File: config.mk
export PLATFORM = sky130hd
export DESIGN_NAME = wormhole_link_top
export DESIGN_NICKNAME = d
export VERILOG_FILES = /design/src/logic/wormhole_pkg.sv /design/src/logic/piso_dynamic.sv /design/src/logic/sipo_dynamic.sv /design/src/logic/wormhole_adapter_in.sv /design/src/logic/wormhole_adapter_out.sv /design/src/logic/wormhole_link_top.sv
export SDC_FILE = /design/constraint.sdc
export NUM_CORES = 1
export LEC_CHECK = 0
export ABC_AREA = 1
export BUFFER_PORTS_ARGS = -buffer_cell sky130_fd_sc_hd__buf_2
export CAP_MARGIN = 20
export CORE_MARGIN = 3
export CORE_UTILIZATION = 57
export DETAILED_ROUTE_END_ITERATION = 12
export PLACE_DENSITY = 0.94
export SETUP_SLACK_MARGIN = 0.5
export SKIP_CTS_REPAIR_TIMING = 1
export SYNTH_ARGS = -nofsm -noshare
export SYNTH_HDL_FRONTEND = slang
export SYNTH_SLANG_ARGS = --single-unit
File: constraint.sdc
create_clock -name clk_i -period 3.7 [get_ports clk_i]
set_clock_uncertainty 0.05 [all_clocks]
set_input_delay 0.925 -clock clk_i [delete_from_list [all_inputs] [get_ports clk_i]]
set_output_delay 0.925 -clock clk_i [all_outputs]
set_load 0.005 [all_outputs]
File: src/logic/wormhole_pkg.sv
`default_nettype none

package wormhole_pkg;

  // ************************************************************
  // Link and packet widths
  // ************************************************************

  localparam int flit_width_lp        = 16;
  localparam int cord_width_lp        = 4;
  localparam int len_width_lp         = 3;
  localparam int max_payload_width_lp = 40;

  // The header is the len and cord pair that leads every packet.
  localparam int header_width_lp = len_width_lp + cord_width_lp;
  localparam int packet_width_lp = max_payload_width_lp + header_width_lp;

  // Number of flits needed to carry a whole packet, rounded up.
  localparam int max_num_flits_lp =
    (packet_width_lp + flit_width_lp - 1) / flit_width_lp;

  // The len field counts the flits after the header flit.
  localparam int max_len_lp = max_num_flits_lp - 1;

  // A packet padded out to a whole number of flits.
  localparam int padded_width_lp = max_num_flits_lp * flit_width_lp;

  // Unused upper bits of the header flit.
  localparam int flit_pad_width_lp = flit_width_lp - header_width_lp;

  // ************************************************************
  // Packet types
  // ************************************************************

  // Cord sits in the low bits so the header lines up with bit 0 of a flit.
  typedef struct packed {
    logic [len_width_lp-1:0]  len;
    logic [cord_width_lp-1:0] cord;
  } wh_header_s;

  typedef struct packed {
    logic [max_payload_width_lp-1:0] payload;
    logic [len_width_lp-1:0]         len;
    logic [cord_width_lp-1:0]        cord;
  } wh_packet_s;

  // ************************************************************
  // Link types
  // ************************************************************

  // Header view of a flit; only meaningful on the first flit of a packet.
  typedef struct packed {
    logic [flit_pad_width_lp-1:0] pad;
    wh_header_s                   header;
  } wh_flit_hdr_s;

  // A flit word is either plain data or, on the first flit, a header.
  typedef union packed {
    logic [flit_width_lp-1:0] raw;
    wh_flit_hdr_s             hdr;
  } wh_flit_u;

  // One of these travels in each direction of a link.
  typedef struct packed {
    wh_flit_u data;
    logic     v;
    logic     ready_and_rev;
  } wh_link_s;

endpackage

`default_nettype wire
File: src/logic/piso_dynamic.sv
`default_nettype none

module piso_dynamic
  import wormhole_pkg::*;
(
  input  wire logic                       clk_i,
  input  wire logic                       rst_n_i,
  input  wire logic [padded_width_lp-1:0] data_i,
  input  wire logic [len_width_lp-1:0]    len_i,
  input  wire logic                       v_i,
  output logic                            ready_o,
  output wh_flit_u                        data_o,
  output logic                            v_o,
  input  wire logic                       ready_and_i
);

  logic                    busy_r;
  logic [len_width_lp-1:0] idx_r;
  logic [len_width_lp-1:0] last_r;
  logic [max_num_flits_lp-1:0][flit_width_lp-1:0] word_r;

  logic accept;
  logic send;

  assign accept = v_i & ready_o;
  assign send   = v_o & ready_and_i;

  // ************************************************************
  // Sequencing
  // ************************************************************

  // A loaded word is sent flit by flit until the flit at index last_r has gone.
  always_ff @(posedge clk_i or negedge rst_n_i) begin
    if (!rst_n_i) begin
      busy_r <= 1'b0;
      idx_r  <= '0;
      last_r <= '0;
    end else begin
      if (accept) begin
        busy_r <= 1'b1;
        idx_r  <= '0;
        last_r <= len_i;
      end else if (send) begin
        if (idx_r == last_r) begin
          busy_r <= 1'b0;
        end else begin
          idx_r <= idx_r + 1'b1;
        end
      end
    end
  end

  always_ff @(posedge clk_i) begin
    if (accept) begin
      word_r <= data_i;
    end
  end

  assign ready_o = ~busy_r;
  assign v_o     = busy_r;

  // Flit 0 is the low slot, so the header goes out first.
  assign data_o = word_r[idx_r];

  // A stalled flit must not change under the receiver.
  a_stall_stable: assert property (@(posedge clk_i) disable iff (!rst_n_i)
    (v_o && !ready_and_i) |=> (v_o && $stable(data_o)));

endmodule

`default_nettype wire

File: src/logic/sipo_dynamic.sv
`default_nettype none

module sipo_dynamic
  import wormhole_pkg::*;
(
  input  wire logic                       clk_i,
  input  wire logic                       rst_n_i,
  input  wire wh_flit_u                   data_i,
  input  wire logic                       v_i,
  output logic                            ready_o,
  output logic                            v_o,
  output logic [padded_width_lp-1:0]      data_o,
  input  wire logic                       yumi_i
);

  logic [len_width_lp-1:0] cnt_r;
  logic [len_width_lp-1:0] last_r;
  logic                    full_r;
  logic [max_num_flits_lp-1:0][flit_width_lp-1:0] slots_r;

  logic                    xfer;
  logic                    first_flit;
  logic [len_width_lp-1:0] last_idx;
  logic                    done;

  assign xfer       = v_i & ready_o;
  assign first_flit = (cnt_r == '0);

  // On the first flit the index of the last flit comes straight from its header.
  assign last_idx = first_flit ? data_i.hdr.header.len : last_r;
  assign done     = (cnt_r == last_idx);

  // ************************************************************
  // Flit counter and full flag
  // ************************************************************

  always_ff @(posedge clk_i or negedge rst_n_i) begin
    if (!rst_n_i) begin
      cnt_r  <= '0;
      last_r <= '0;
      full_r <= 1'b0;
    end else begin
      if (xfer) begin
        if (first_flit) begin
          last_r <= data_i.hdr.header.len;
        end
        if (done) begin
          cnt_r  <= '0;
          full_r <= 1'b1;
        end else begin
          cnt_r <= cnt_r + 1'b1;
        end
      end else if (yumi_i) begin
        full_r <= 1'b0;
      end
    end
  end

  // Each flit lands in its own slot. A new packet wipes the slots it will not fill.
  always_ff @(posedge clk_i) begin
    if (xfer) begin
      for (int i = 0; i < max_num_flits_lp; i++) begin
        if (i == cnt_r) begin
          slots_r[i] <= data_i.raw;
        end else if (first_flit) begin
          slots_r[i] <= '0;
        end
      end
    end
  end

  // The link stays closed while a finished packet waits for its consumer.
  assign ready_o = ~full_r;
  assign v_o     = full_r;
  assign data_o  = slots_r;

  // The sender must never start a packet longer than the slots can hold.
  a_len_legal: assert property (@(posedge clk_i) disable iff (!rst_n_i)
    (xfer && first_flit) |-> (data_i.hdr.header.len <= max_len_lp));

  // The consumer only takes a packet that is on offer.
  a_yumi_valid: assert property (@(posedge clk_i) disable iff (!rst_n_i)
    yumi_i |-> v_o);

endmodule

`default_nettype wire

File: src/logic/wormhole_adapter_in.sv
`default_nettype none

module wormhole_adapter_in
  import wormhole_pkg::*;
(
  input  wire logic       clk_i,
  input  wire logic       rst_n_i,
  input  wire wh_packet_s packet_i,
  input  wire logic       v_i,
  output logic            ready_o,
  input  wire wh_link_s   link_i,
  output wh_link_s        link_o
);

  logic [padded_width_lp-1:0] packet_padded;
  wh_flit_u                   flit_lo;
  logic                       flit_v_lo;

  // Zero the pad bits above the packet so the top flit is clean.
  assign packet_padded = {{(padded_width_lp-packet_width_lp){1'b0}}, packet_i};

  piso_dynamic piso (
    .clk_i       (clk_i),
    .rst_n_i     (rst_n_i),
    .data_i      (packet_padded),
    .len_i       (packet_i.len),
    .v_i         (v_i),
    .ready_o     (ready_o),
    .data_o      (flit_lo),
    .v_o         (flit_v_lo),
    .ready_and_i (link_i.ready_and_rev)
  );

  // This side only sends, so it never signals ready for flits of its own.
  assign link_o = '{data: flit_lo, v: flit_v_lo, ready_and_rev: 1'b0};

endmodule

`default_nettype wire

File: src/logic/wormhole_adapter_out.sv
`default_nettype none

module wormhole_adapter_out
  import wormhole_pkg::*;
(
  input  wire logic     clk_i,
  input  wire logic     rst_n_i,
  input  wire wh_link_s link_i,
  output wh_link_s      link_o,
  output wh_packet_s    packet_o,
  output logic          v_o,
  input  wire logic     yumi_i
);

  logic [padded_width_lp-1:0] packet_padded;
  logic                       sipo_ready;

  // ************************************************************
  // Flit collection
  // ************************************************************

  sipo_dynamic sipo (
    .clk_i   (clk_i),
    .rst_n_i (rst_n_i),
    .data_i  (link_i.data),
    .v_i     (link_i.v),
    .ready_o (sipo_ready),
    .v_o     (v_o),
    .data_o  (packet_padded),
    .yumi_i  (yumi_i)
  );

  // The top flit carries pad bits past the packet; drop them here.
  assign packet_o = packet_padded[packet_width_lp-1:0];

  // Only the ready goes back toward the sender.
  assign link_o = '{data: '0, v: 1'b0, ready_and_rev: sipo_ready};

endmodule

`default_nettype wire

File: src/logic/wormhole_link_top.sv
`default_nettype none

module wormhole_link_top
  import wormhole_pkg::*;
(
  input  wire logic       clk_i,
  input  wire logic       rst_n_i,
  input  wire wh_packet_s packet_i,
  input  wire logic       v_i,
  output logic            ready_o,
  output wh_packet_s      packet_o,
  output logic            v_o,
  input  wire logic       yumi_i
);

  // Flits run forward on fwd_link; rev_link only brings the ready back.
  wh_link_s fwd_link;
  wh_link_s rev_link;

  wormhole_adapter_in adapter_in (
    .clk_i    (clk_i),
    .rst_n_i  (rst_n_i),
    .packet_i (packet_i),
    .v_i      (v_i),
    .ready_o  (ready_o),
    .link_i   (rev_link),
    .link_o   (fwd_link)
  );

  wormhole_adapter_out adapter_out (
    .clk_i    (clk_i),
    .rst_n_i  (rst_n_i),
    .link_i   (fwd_link),
    .link_o   (rev_link),
    .packet_o (packet_o),
    .v_o      (v_o),
    .yumi_i   (yumi_i)
  );

endmodule

`default_nettype wire

# Word level (Yosys, flattened, before mapping)
# Cells that the tools add are included.
[totals]
regBits = 108
input_bits = 51
out_inout_bits = 49
wordCells = 53
[op_classes]
add_sub_neg = 2
magnitude_cmp = 1
eq_ne = 6
n_mux = 16
bitwise = 4
n_reduce_logical = 12
[ops]
columns = ["operator", "n"]
rows = [
  ["two-way mux 16 bit", 3],
  ["binary-select mux 16 bit (select 2 bit)", 1],
  ["two-way mux 15 bit", 1],
  ["two-way mux 3 bit", 5],
  ["AND reduction 2 bit", 6],
  ["nonzero test 2 bit", 5],
  ["adder 3 x 1 -> 3 bit (second input constant)", 2],
  ["equality test 3 bit", 2],
  ["two-way mux 1 bit", 6],
  ["equality test 1 x 3 -> 1 bit (first input constant)", 1],
  ["equality test 2 x 3 -> 1 bit (first input constant)", 1],
  ["logical NOT 3 bit", 1],
  ["less-than comparator 3 bit (second input constant)", 1],
  ["AND 1 bit", 2],
  ["!= test 2 x 1 -> 1 bit (second input constant)", 1],
  ["!= test 2 bit (second input constant)", 1],
  ["inverter 1 bit", 2],
]

# Depth between registers and ports, before layout
# Gate-level depths: netlist of run 1.
[logic_depth]
ltp_word = 6
depth_mapped = 13
ltp_nobuf = 13

# Modules after synthesis
# Synthesis of run 1 repeated with hierarchy kept, for this count alone.
[unflattened]
cells_unflattened = 354
area_unflattened_um2 = 4558.1
[by_module_without_submodules]
columns = ["module", "n_inst", "cells_per_inst", "area_each_um2", "seq_area_each_um2"]
rows = [
  ["piso_dynamic", 1, 167, 2289.7, 1616.6],
  ["sipo_dynamic", 1, 165, 2110.8, 1616.6],
  ["wormhole_adapter_out", 1, 19, 138.9, 0.0],
  ["wormhole_adapter_in", 1, 3, 18.8, 0.0],
]

# Worst setup path before layout of run 1
# OpenSTA, ideal clock, no wires.
[synth_path]
kind = "input -> register"
startpoint = "input port v_i"
endpoint = "register adapter_in.piso.word_r[0] (netlist bit) (enable)"
setup_ps = 405
arrival_time_ps = 2022
t_required_ps = 3245
path_slack_ps = 1223
path_stages = 2
n_path_buf = 0
cell_sequence = "nand2_1 inv_1"
[synth_via]
elab_chain_cells = 1
[synth_rtl]
columns = ["item", "line_no", "text"]
rows = [
  ["start, declared", "wormhole_link_top.sv:9", "input wire logic v_i,"],
  ["AND 1 bit", "piso_dynamic.sv:25", "assign accept = v_i & ready_o;"],
  ["named net adapter_in.piso.accept", "piso_dynamic.sv:22", "logic accept;"],
  ["end signal, assigned", "piso_dynamic.sv:55", "word_r <= data_i;"],
  ["end, declared", "piso_dynamic.sv:20", "logic [max_num_flits_lp-1:0][flit_width_lp-1:0] word_r;"],
]
# The timed path passes the listed nets, and every way through them passes these cells.
# A chain may end at the register's enable or synchronous reset.

# Final worst setup path of run 1
[layout_path]
startpoint = "register adapter_out.sipo.cnt_r[0]"
endpoint = "register adapter_out.sipo.slots_r (netlist bit adapter_out.sipo.data_o[3]) (enable)"
[layout_via]
elab_chain_cells = 2
[layout_rtl]
columns = ["item", "line_no", "text"]
rows = [
  ["start, declared", "sipo_dynamic.sv:16", "logic [len_width_lp-1:0] cnt_r;"],
  ["start signal, assigned", "sipo_dynamic.sv:51", "cnt_r <= cnt_r + 1'b1;"],
  ["logical NOT 3 bit", "sipo_dynamic.sv:27, sipo_dynamic.sv:63", ""],
  ["AND reduction 2 bit (no line)", "n/a", ""],
  ["end signal, assigned by index", "sipo_dynamic.sv:64", "slots_r[i] <= data_i.raw;"],
  ["end, declared", "sipo_dynamic.sv:19", "logic [max_num_flits_lp-1:0][flit_width_lp-1:0] slots_r;"],
]
# No other way between the ends.

==> results of run 1 <==
## through the flow
step                      setup WS, ns  power [mW]
after global placement            1.55        3.44
after global routing              1.21        4.46
after detailed placement          1.42        3.52
final                             1.41        4.19
after CTS                         1.41        4.21
after floorplan                   1.22        2.95
## cells in the final DEF, fill, tap and decap left out, types with 4 or more instances in the layout
cell type                   n
sky130_fd_sc_hd__nand2_1   42
sky130_fd_sc_hd__buf_2     99
sky130_fd_sc_hd__clkbuf_8   9
sky130_fd_sc_hd__or2_1     14
sky130_fd_sc_hd__ha_1       5
sky130_fd_sc_hd__nand3_1    7
sky130_fd_sc_hd__a21oi_1    5
sky130_fd_sc_hd__or2_2     10
sky130_fd_sc_hd__a32oi_1   10
sky130_fd_sc_hd__dfrtp_1   14
sky130_fd_sc_hd__edfxtp_1  94
sky130_fd_sc_hd__nor2_1    37
sky130_fd_sc_hd__inv_2      4
sky130_fd_sc_hd__inv_1     35
## worst reg2reg max path, cell delays in order (launching register included)
cell and delay [ns]:
sky130_fd_sc_hd__dfrtp_1 0.46, sky130_fd_sc_hd__inv_1 0.14, sky130_fd_sc_hd__ha_1 0.18, sky130_fd_sc_hd__inv_1 0.06, sky130_fd_sc_hd__nor2_2 0.21, sky130_fd_sc_hd__inv_2 0.10, sky130_fd_sc_hd__nor2_2 0.73
## report_power, final
group	internal, mW	switching (mW)	total, mW
Sequential	1.85	0.189	2.04
Clock	0.269	0.432	0.701
Combinational	0.529	0.923	1.45
Total	2.65	1.54	4.19
## registers in the layout (all words and copies together), names as in the netlist
name and flops:
adapter_out.sipo.data_o 47, adapter_out.sipo.last_r 3, adapter_in.piso.last_r 3, adapter_in.piso.idx_r 3, adapter_out.sipo.v_o 1, adapter_in.piso.v_o 1
adapter_out.sipo.cnt_r 3, adapter_in.piso.word_r 47
## per-layer routing
layer	up-vias	share of wire [%]
li1	1281	-
met1	1291	41
met2	127	49
met3	17	7.9
met4	0	2.0
met5	-	0
## cells by family (layout without fill, tap and decap cells)
logic type | after synthesis | in the layout
AND/OR/NAND/NOR | 121 | 121
buffers and inverters | 47 | 158
AO/OA/AOI/OAI | 27 | 27
XOR/XNOR | 4 | 4
flip-flops | 108 | 108
adder cells (fa/ha/maj) | 5 | 5
## worst max path at each step
stage                                     startpoint                                     to  cells past startpoint
2_1_floorplan                                    v_i    adapter_in.piso.word_r[0]$_DFFE_PP_                      2
3_3_place_gp   adapter_out.sipo.cnt_r[0]$_DFFE_PN0P_  adapter_out.sipo.data_o[14]$_DFFE_PP_                      6
3_5_place_dp   adapter_out.sipo.cnt_r[0]$_DFFE_PN0P_  adapter_out.sipo.data_o[11]$_DFFE_PP_                      6
4_1_cts        adapter_out.sipo.cnt_r[0]$_DFFE_PN0P_   adapter_out.sipo.data_o[3]$_DFFE_PP_                      6
5_1_grt        adapter_out.sipo.cnt_r[0]$_DFFE_PN0P_  adapter_out.sipo.data_o[15]$_DFFE_PP_                      6
6_report       adapter_out.sipo.cnt_r[0]$_DFFE_PN0P_   adapter_out.sipo.data_o[3]$_DFFE_PP_                      6
## cell type report
type | count | area (um^2) | share of cell area, %
flip-flops and latches | 108 | 3170 | 63.0
multi-input cells | 157 | 870 | 17.3
repair buffers | 102 | 518 | 10.3
inverters | 40 | 150 | 2.98
clock buffers | 9 | 124 | 2.46
well taps | 96 | 120 | 2.39
clock inverters | 7 | 80.1 | 1.59
==> out/results.md, run 1 <==
| Parameter | This run | Unit |
| --- | --- | --- |
| Buffer levels on the longest clock path | 2 | - |
| Number of synthesized flops with an enable pin | 94 | - |
| Horizontal die dimension | 92.2 | um |
| Detailed placer's ending HPWL | 5.81 | mm |
| Area share of the largest cell type after synthesis | 66.7 | % |
| Finished layout cell area | 5030 | um^2 |
| Library cell with the highest instance count after synthesis | sky130_fd_sc_hd__edfxtp_1 | - |
| Crit path largest cell delay | 0.73 | ns |
| Post-synthesis simple-gate area fraction | 13.4 | % |
| Wire length after detailed routing | 8.07 | mm |
| Category of the most critical setup path | reg -> reg | - |
| Max-slew headroom | 39.0 | % |
| Cell types with the highest counts after synthesis | sky130_fd_sc_hd__edfxtp_1 (94), sky130_fd_sc_hd__nand2_1 (42), sky130_fd_sc_hd__nor2_1 (37), sky130_fd_sc_hd__inv_1 (36) | - |
| Tot GR Track Use | 20.0 | % |
| Leakage power of the design | 2.12 | nW |
| Required time of the critical path | 3.65 | ns |
| Final setup violation count | 0 | - |
| Global-route wire length before repair | 13.0 | mm |
| CP arrival | 2.25 | ns |
| Largest delay contributor family on the critical path | simple AND/OR/NAND/NOR gates | - |
| Number of distinct standard cells referenced by the synthesized netlist | 31 | - |
| Die height | 92.2 | um |
| Max IR drop VDD | 0.433 | mV |
| Reg-to-reg critical path endpoint | adapter_out.sipo.data_o[3]$_DFFE_PP_ | - |
| RD Place Congestion | 0.814 | - |
| Path class of the lowest-slack min-delay path | in -> async | - |
| Compound-Gate Fraction of Synth Area | 4.85 | % |
| Average detailed-routed wire length per instance | 15.6 | um |
| Category of the worst setup path capture point | flip-flop | - |
| Count of nets after finishing | 474 | - |
| Port Buf Inserts | 99 | - |
| Initial Utilization | 60.6 | % |
| Summed negative setup slack over all endpoints | 0 | ns |
| Async S/R FF share, synth | 13.0 | % |
| Tcrit/Tclk final | 62.0 | % |
| Aggregate global routing overflow | 0 | - |
| Combinational family with the most area after synthesis | simple AND/OR/NAND/NOR gates | - |
| Most area-hungry cell type in the Yosys netlist | sky130_fd_sc_hd__edfxtp_1 | - |
| Count of final max-slew check failures | 0 | - |
| Number of synthesized register bits | 108 | - |
| Count of standard-cell rows | 30 | - |
| Clock latency on the worst-skew pair | 0.37 | ns |
| Vias in the first global route | 2688 | - |
| Clock Root Buffer | sky130_fd_sc_hd__clkbuf_8 | - |
| Ys flop type | sky130_fd_sc_hd__edfxtp_1 | - |
| Final worst path period need | 2.29 | ns |
| Grt met2 use | 31.2 | % |
| Count of fill cells added during filler insertion | 453 | - |
| Synth-to-Final Area Change | 19.0 | % |
| Post-placement cell count | 503 | - |
| Number of ports placed on the die boundary | 100 | - |
| Post-layout util | 72.1 | % |
| List of cells traversed by the critical path | inv_1 > ha_1 > inv_1 > nor2_2 > inv_2 > nor2_2 | - |
| Antenna cell count | 0 | - |
| Max-Cap Viols | 0 | - |
| RSZ-0062 raised after global routing | no | - |
| Number of antenna violations at the first check in global routing | 0 | - |
| Outcome | complete, no violations | - |
| Post-synthesis cell count | 312 | - |
| Adder and majority gate portion of the synthesized area | 1.48 | % |
| Synth area leaders | sky130_fd_sc_hd__edfxtp_1 (67%), sky130_fd_sc_hd__dfrtp_1 (8.3%), sky130_fd_sc_hd__nand2_1 (3.7%) | - |
| Die area | 8490 | um^2 |
| Final std cells w/o fill | 519 | - |
| Achievable Freq | 436 | MHz |
| Number of synthesis warnings | 0 | - |
| DRC violations left | 0 | - |
| Slack of the worst reg-to-reg path | 1.41 | ns |
| Final hold viol count | 0 | - |
| Post-Synthesis Net Count | 368 | - |
| Sequential cell area fraction in the yosys report | 75.0 | % |
| Hold slack | 0.395 | ns |
| GRT met3 Usage | 4.76 | % |
| Drt first-iter violations | 261 | - |
| Mux cell area share after synthesis | 0 | % |
| Synthesized area per cell | 13.6 | um^2 |
| Busiest grt layer | met2 | - |
| Placement-stage cell area | 4830 | um^2 |
| Buffers plus inverters on the worst setup path | 3 | - |
| Maximum number of pins on one net before global-route repair | 53 | - |
| Share of post-route cells with drive strength above 1 | 33.6 | % |
| Clock tree from TritonCTS | built | - |
| Number of clock sinks seen by CTS | 108 | - |
| Count of vias placed by the detailed router | 2716 | - |
| Area of the mapped netlist | 4230 | um^2 |
| Worst Tran Pin Value | 0.914 | ns |
| Global-route track usage on met1 | 27.1 | % |
| Maximum fanout encountered on the critical timing path | 20 | - |
| Num CTS Buffers | 9 | - |
| RR Startpoint | adapter_out.sipo.cnt_r[0]$_DFFE_PN0P_ | - |
| Worst r2r path cells | 6 | - |
| Cell with the biggest individual delay on the critical path | sky130_fd_sc_hd__nor2_2 | - |
| H-tree level count | 3 | - |
| Final antenna-violating net count | 0 | - |
| Clk pin slew, worst setup/hold paths | 0.11 | ns |
| Post-synthesis share of cell area spent on xor and xnor gates | 0.828 | % |
| Number of vias per cell | 5.23 | - |
| Number of detailed-route iterations in the first pass | 5 | - |
| Startpoint types | flip-flop | - |
| Cell area power density | 833 | nW/um^2 |
| Core area | 6980 | um^2 |
No activity file was read; power rests on OpenSTA's default activity.
==> run 2: changes to the inputs <==
CORE_UTILIZATION = 53   (was 57)
PLACE_DENSITY = 0.89   (was 0.94)
clock period = 2.2 ns   (was 3.7 ns; I/O delays follow)
==> out/results.md, run 2 (synthesis results as in run 1) <==
| Parameter | This run | Unit | Change |
| --- | --- | --- | --- |
| Max-Cap Viols | 0 | - | unchanged |
| Number of clock sinks seen by CTS | 108 | - | unchanged |
| Final antenna-violating net count | 0 | - | unchanged |
| Worst Tran Pin Value | 0.374 | ns | -0.540 ns |
| Wire length after detailed routing | 8.42 | mm | +4.3% |
| Count of fill cells added during filler insertion | 470 | - | +3.8% |
| Startpoint types | flip-flop | - |  |
| Tcrit/Tclk final | 80.1 | % | +18 points |
| Number of antenna violations at the first check in global routing | 0 | - | unchanged |
| H-tree level count | 3 | - | unchanged |
| Drt first-iter violations | 158 | - | -39% |
| Horizontal die dimension | 95.3 | um | +3.5% |
| Slack of the critical path | 0.438 | ns | -0.968 ns |
| Final hold viol count | 0 | - | unchanged |
| Count of standard-cell rows | 31 | - | +3.3% |
| Clock Root Buffer | sky130_fd_sc_hd__clkbuf_8 | - |  |
| Global-route wire length before repair | 12.3 | mm | -5.2% |
| Number of vias per cell | 5.14 | - | -1.8% |
| Aggregate global routing overflow | 0 | - | unchanged |
| Die area | 9090 | um^2 | +7.0% |
| Num CTS Buffers | 9 | - | unchanged |
| Max-slew headroom | 75.1 | % | +36 points |
| Max IR drop VDD | 0.591 | mV | +37% |
| Hold slack | 0.0315 | ns | -0.363 ns |
| Antenna cell count | 0 | - | unchanged |
| Count of vias placed by the detailed router | 2764 | - | +1.8% |
| Count of nets after finishing | 490 | - | +3.4% |
| Commonest non-fill, non-tap cell in the layout | sky130_fd_sc_hd__buf_2 | - |  |
| Post-layout util | 71.7 | % | -0.43 points |
| Achievable Freq | 568 | MHz | +30% |
| Clk pin slew, worst setup/hold paths | 0.10 | ns | about the same |
| Vias in the first global route | 2535 | - | -5.7% |
| RD Place Congestion | 0.838 | - | +3.0% |
| Count of final max-slew check failures | 0 | - | unchanged |
| Number of ports placed on the die boundary | 100 | - | unchanged |
| Summed negative setup slack over all endpoints | 0 | ns | unchanged |
| Clock tree from TritonCTS | built | - |  |
| Core area | 7490 | um^2 | +7.2% |
| Highest-count cells in the layout ignoring fill and taps | sky130_fd_sc_hd__buf_2 (99), sky130_fd_sc_hd__edfxtp_1 (94), sky130_fd_sc_hd__nand2_1 (41) | - |  |
| CP arrival | 1.80 | ns | -0.45 ns |
| DRC violations left | 0 | - | unchanged |
| Post-placement setup slack | 0.300 | ns | -1.12 ns |
| RSZ-0062 raised after global routing | yes | - |  |
| Path class of the lowest-slack min-delay path | in -> async | - |  |
| Clock latency on the worst-skew pair | 0.36 | ns | about the same |
| Average detailed-routed wire length per instance | 15.6 | um | +0.59% |
| Buffer levels on the longest clock path | 2 | - | unchanged |
| Maximum number of pins on one net before global-route repair | 31 | - | -42% |
| Synth-to-Final Area Change | 26.9 | % |  |
| Number of detailed-route iterations in the first pass | 5 | - | unchanged |
| Final worst path period need | 1.76 | ns | -0.532 ns |
| Die height | 95.3 | um | +3.5% |
| Required time of the critical path | 2.24 | ns | -1.41 ns |
| Slack of the worst reg-to-reg path | 0.44 | ns | -0.97 ns |
| Tot GR Track Use | 18.3 | % | -1.7 points |
| Category of the most critical setup path | reg -> reg | - |  |
| Leakage power of the design | 2.23 | nW | +4.9% |
| Initial Utilization | 56.5 | % | -4.1 points |
| Final setup violation count | 0 | - | unchanged |
| Detailed placer's ending HPWL | 5.95 | mm | +2.4% |
| Share of post-route cells with drive strength above 1 | 40.5 | % | +7.0 points |
| Category of the worst setup path capture point | flip-flop | - |  |
| Maximum fanout encountered on the critical timing path | 15 | - | -25% |
| Cell area power density | 1440 | nW/um^2 | +72% |
| Outcome | complete, no violations | - |  |
| Port Buf Inserts | 99 | - | unchanged |
-- run 2: cell types whose count changed in the layout (fill, tap and decap cells not counted), moves of 3 or more --
cell / before / now
sky130_fd_sc_hd__nor2_4: 0 / 3
sky130_fd_sc_hd__a32oi_2: 2 / 9
sky130_fd_sc_hd__a32oi_1: 10 / 3
sky130_fd_sc_hd__buf_12: 0 / 5
sky130_fd_sc_hd__buf_4: 3 / 12
sky130_fd_sc_hd__inv_1: 35 / 31
-- run 2: per-stage QoR --
step           power [mW]  cell area, um^2  cells
3_5_place_dp         6.07             4920    508
4_1_cts              7.15             5100    524
2_1_floorplan        5.09             4300    312
6_report             7.71             5370    538
5_1_grt              8.17             5370    538
3_3_place_gp         5.93             4920    508
-- run 2: final cells by class --
| type | count | area, um^2 | share of cell area (%) |
|---|---|---|---|
| Sequential cell | 108 | 3180 | 59.2 |
| Multi-Input combinational cell | 158 | 1010 | 18.8 |
| Timing Repair Buffer | 117 | 697 | 13.0 |
| Inverter | 40 | 179 | 3.33 |
| Clock buffer | 9 | 124 | 2.31 |
| Tap cell | 99 | 124 | 2.31 |
| Clock inverter | 7 | 58.8 | 1.10 |
-- run 2: worst max-delay path: stages, from the launching register on --
cell and delay [ns]:
sky130_fd_sc_hd__dfrtp_2 0.44, sky130_fd_sc_hd__inv_2 0.10, sky130_fd_sc_hd__ha_4 0.14, sky130_fd_sc_hd__inv_2 0.04
sky130_fd_sc_hd__nor2_4 0.16, sky130_fd_sc_hd__clkinv_4 0.08, sky130_fd_sc_hd__buf_12 0.14, sky130_fd_sc_hd__a21oi_4 0.16
sky130_fd_sc_hd__buf_12 0.16
-- run 2: final timing paths --
path | startpoint | endpoint | depth (start not counted)
max in group asynchronous | rst_n_i | adapter_in.piso.idx_r[1]$_DFFE_PN0P_ | 1
min in group clk_i | yumi_i | adapter_out.sipo.v_o$_DFFE_PN0P_ | 2
max | adapter_out.sipo.cnt_r[0]$_DFFE_PN0P_ | adapter_out.sipo.data_o[46]$_SDFFCE_PN0P_ | 8
min | rst_n_i | adapter_out.sipo.v_o$_DFFE_PN0P_ | 1
max reg2reg | adapter_out.sipo.cnt_r[0]$_DFFE_PN0P_ | adapter_out.sipo.data_o[46]$_SDFFCE_PN0P_ | 8
min reg2reg | adapter_in.piso.last_r[2]$_DFFE_PN0P_ | adapter_in.piso.last_r[2]$_DFFE_PN0P_ | 2
-- run 2: power breakdown --
| group | leakage, nW | switching, mW | internal (mW) |
|---|---|---|---|
| Sequential | 1.05 | 0.257 | 3.12 |
| Combinational | 1.09 | 1.89 | 1.34 |
| Clock | 0.0873 | 0.673 | 0.429 |
-- run 2: layer usage --
layer  track usage (%)  wire length (um)
met1              24.6              3400
met2              29.2              4150
met3              4.74               685
met4              6.25               182
met5                 0                 0
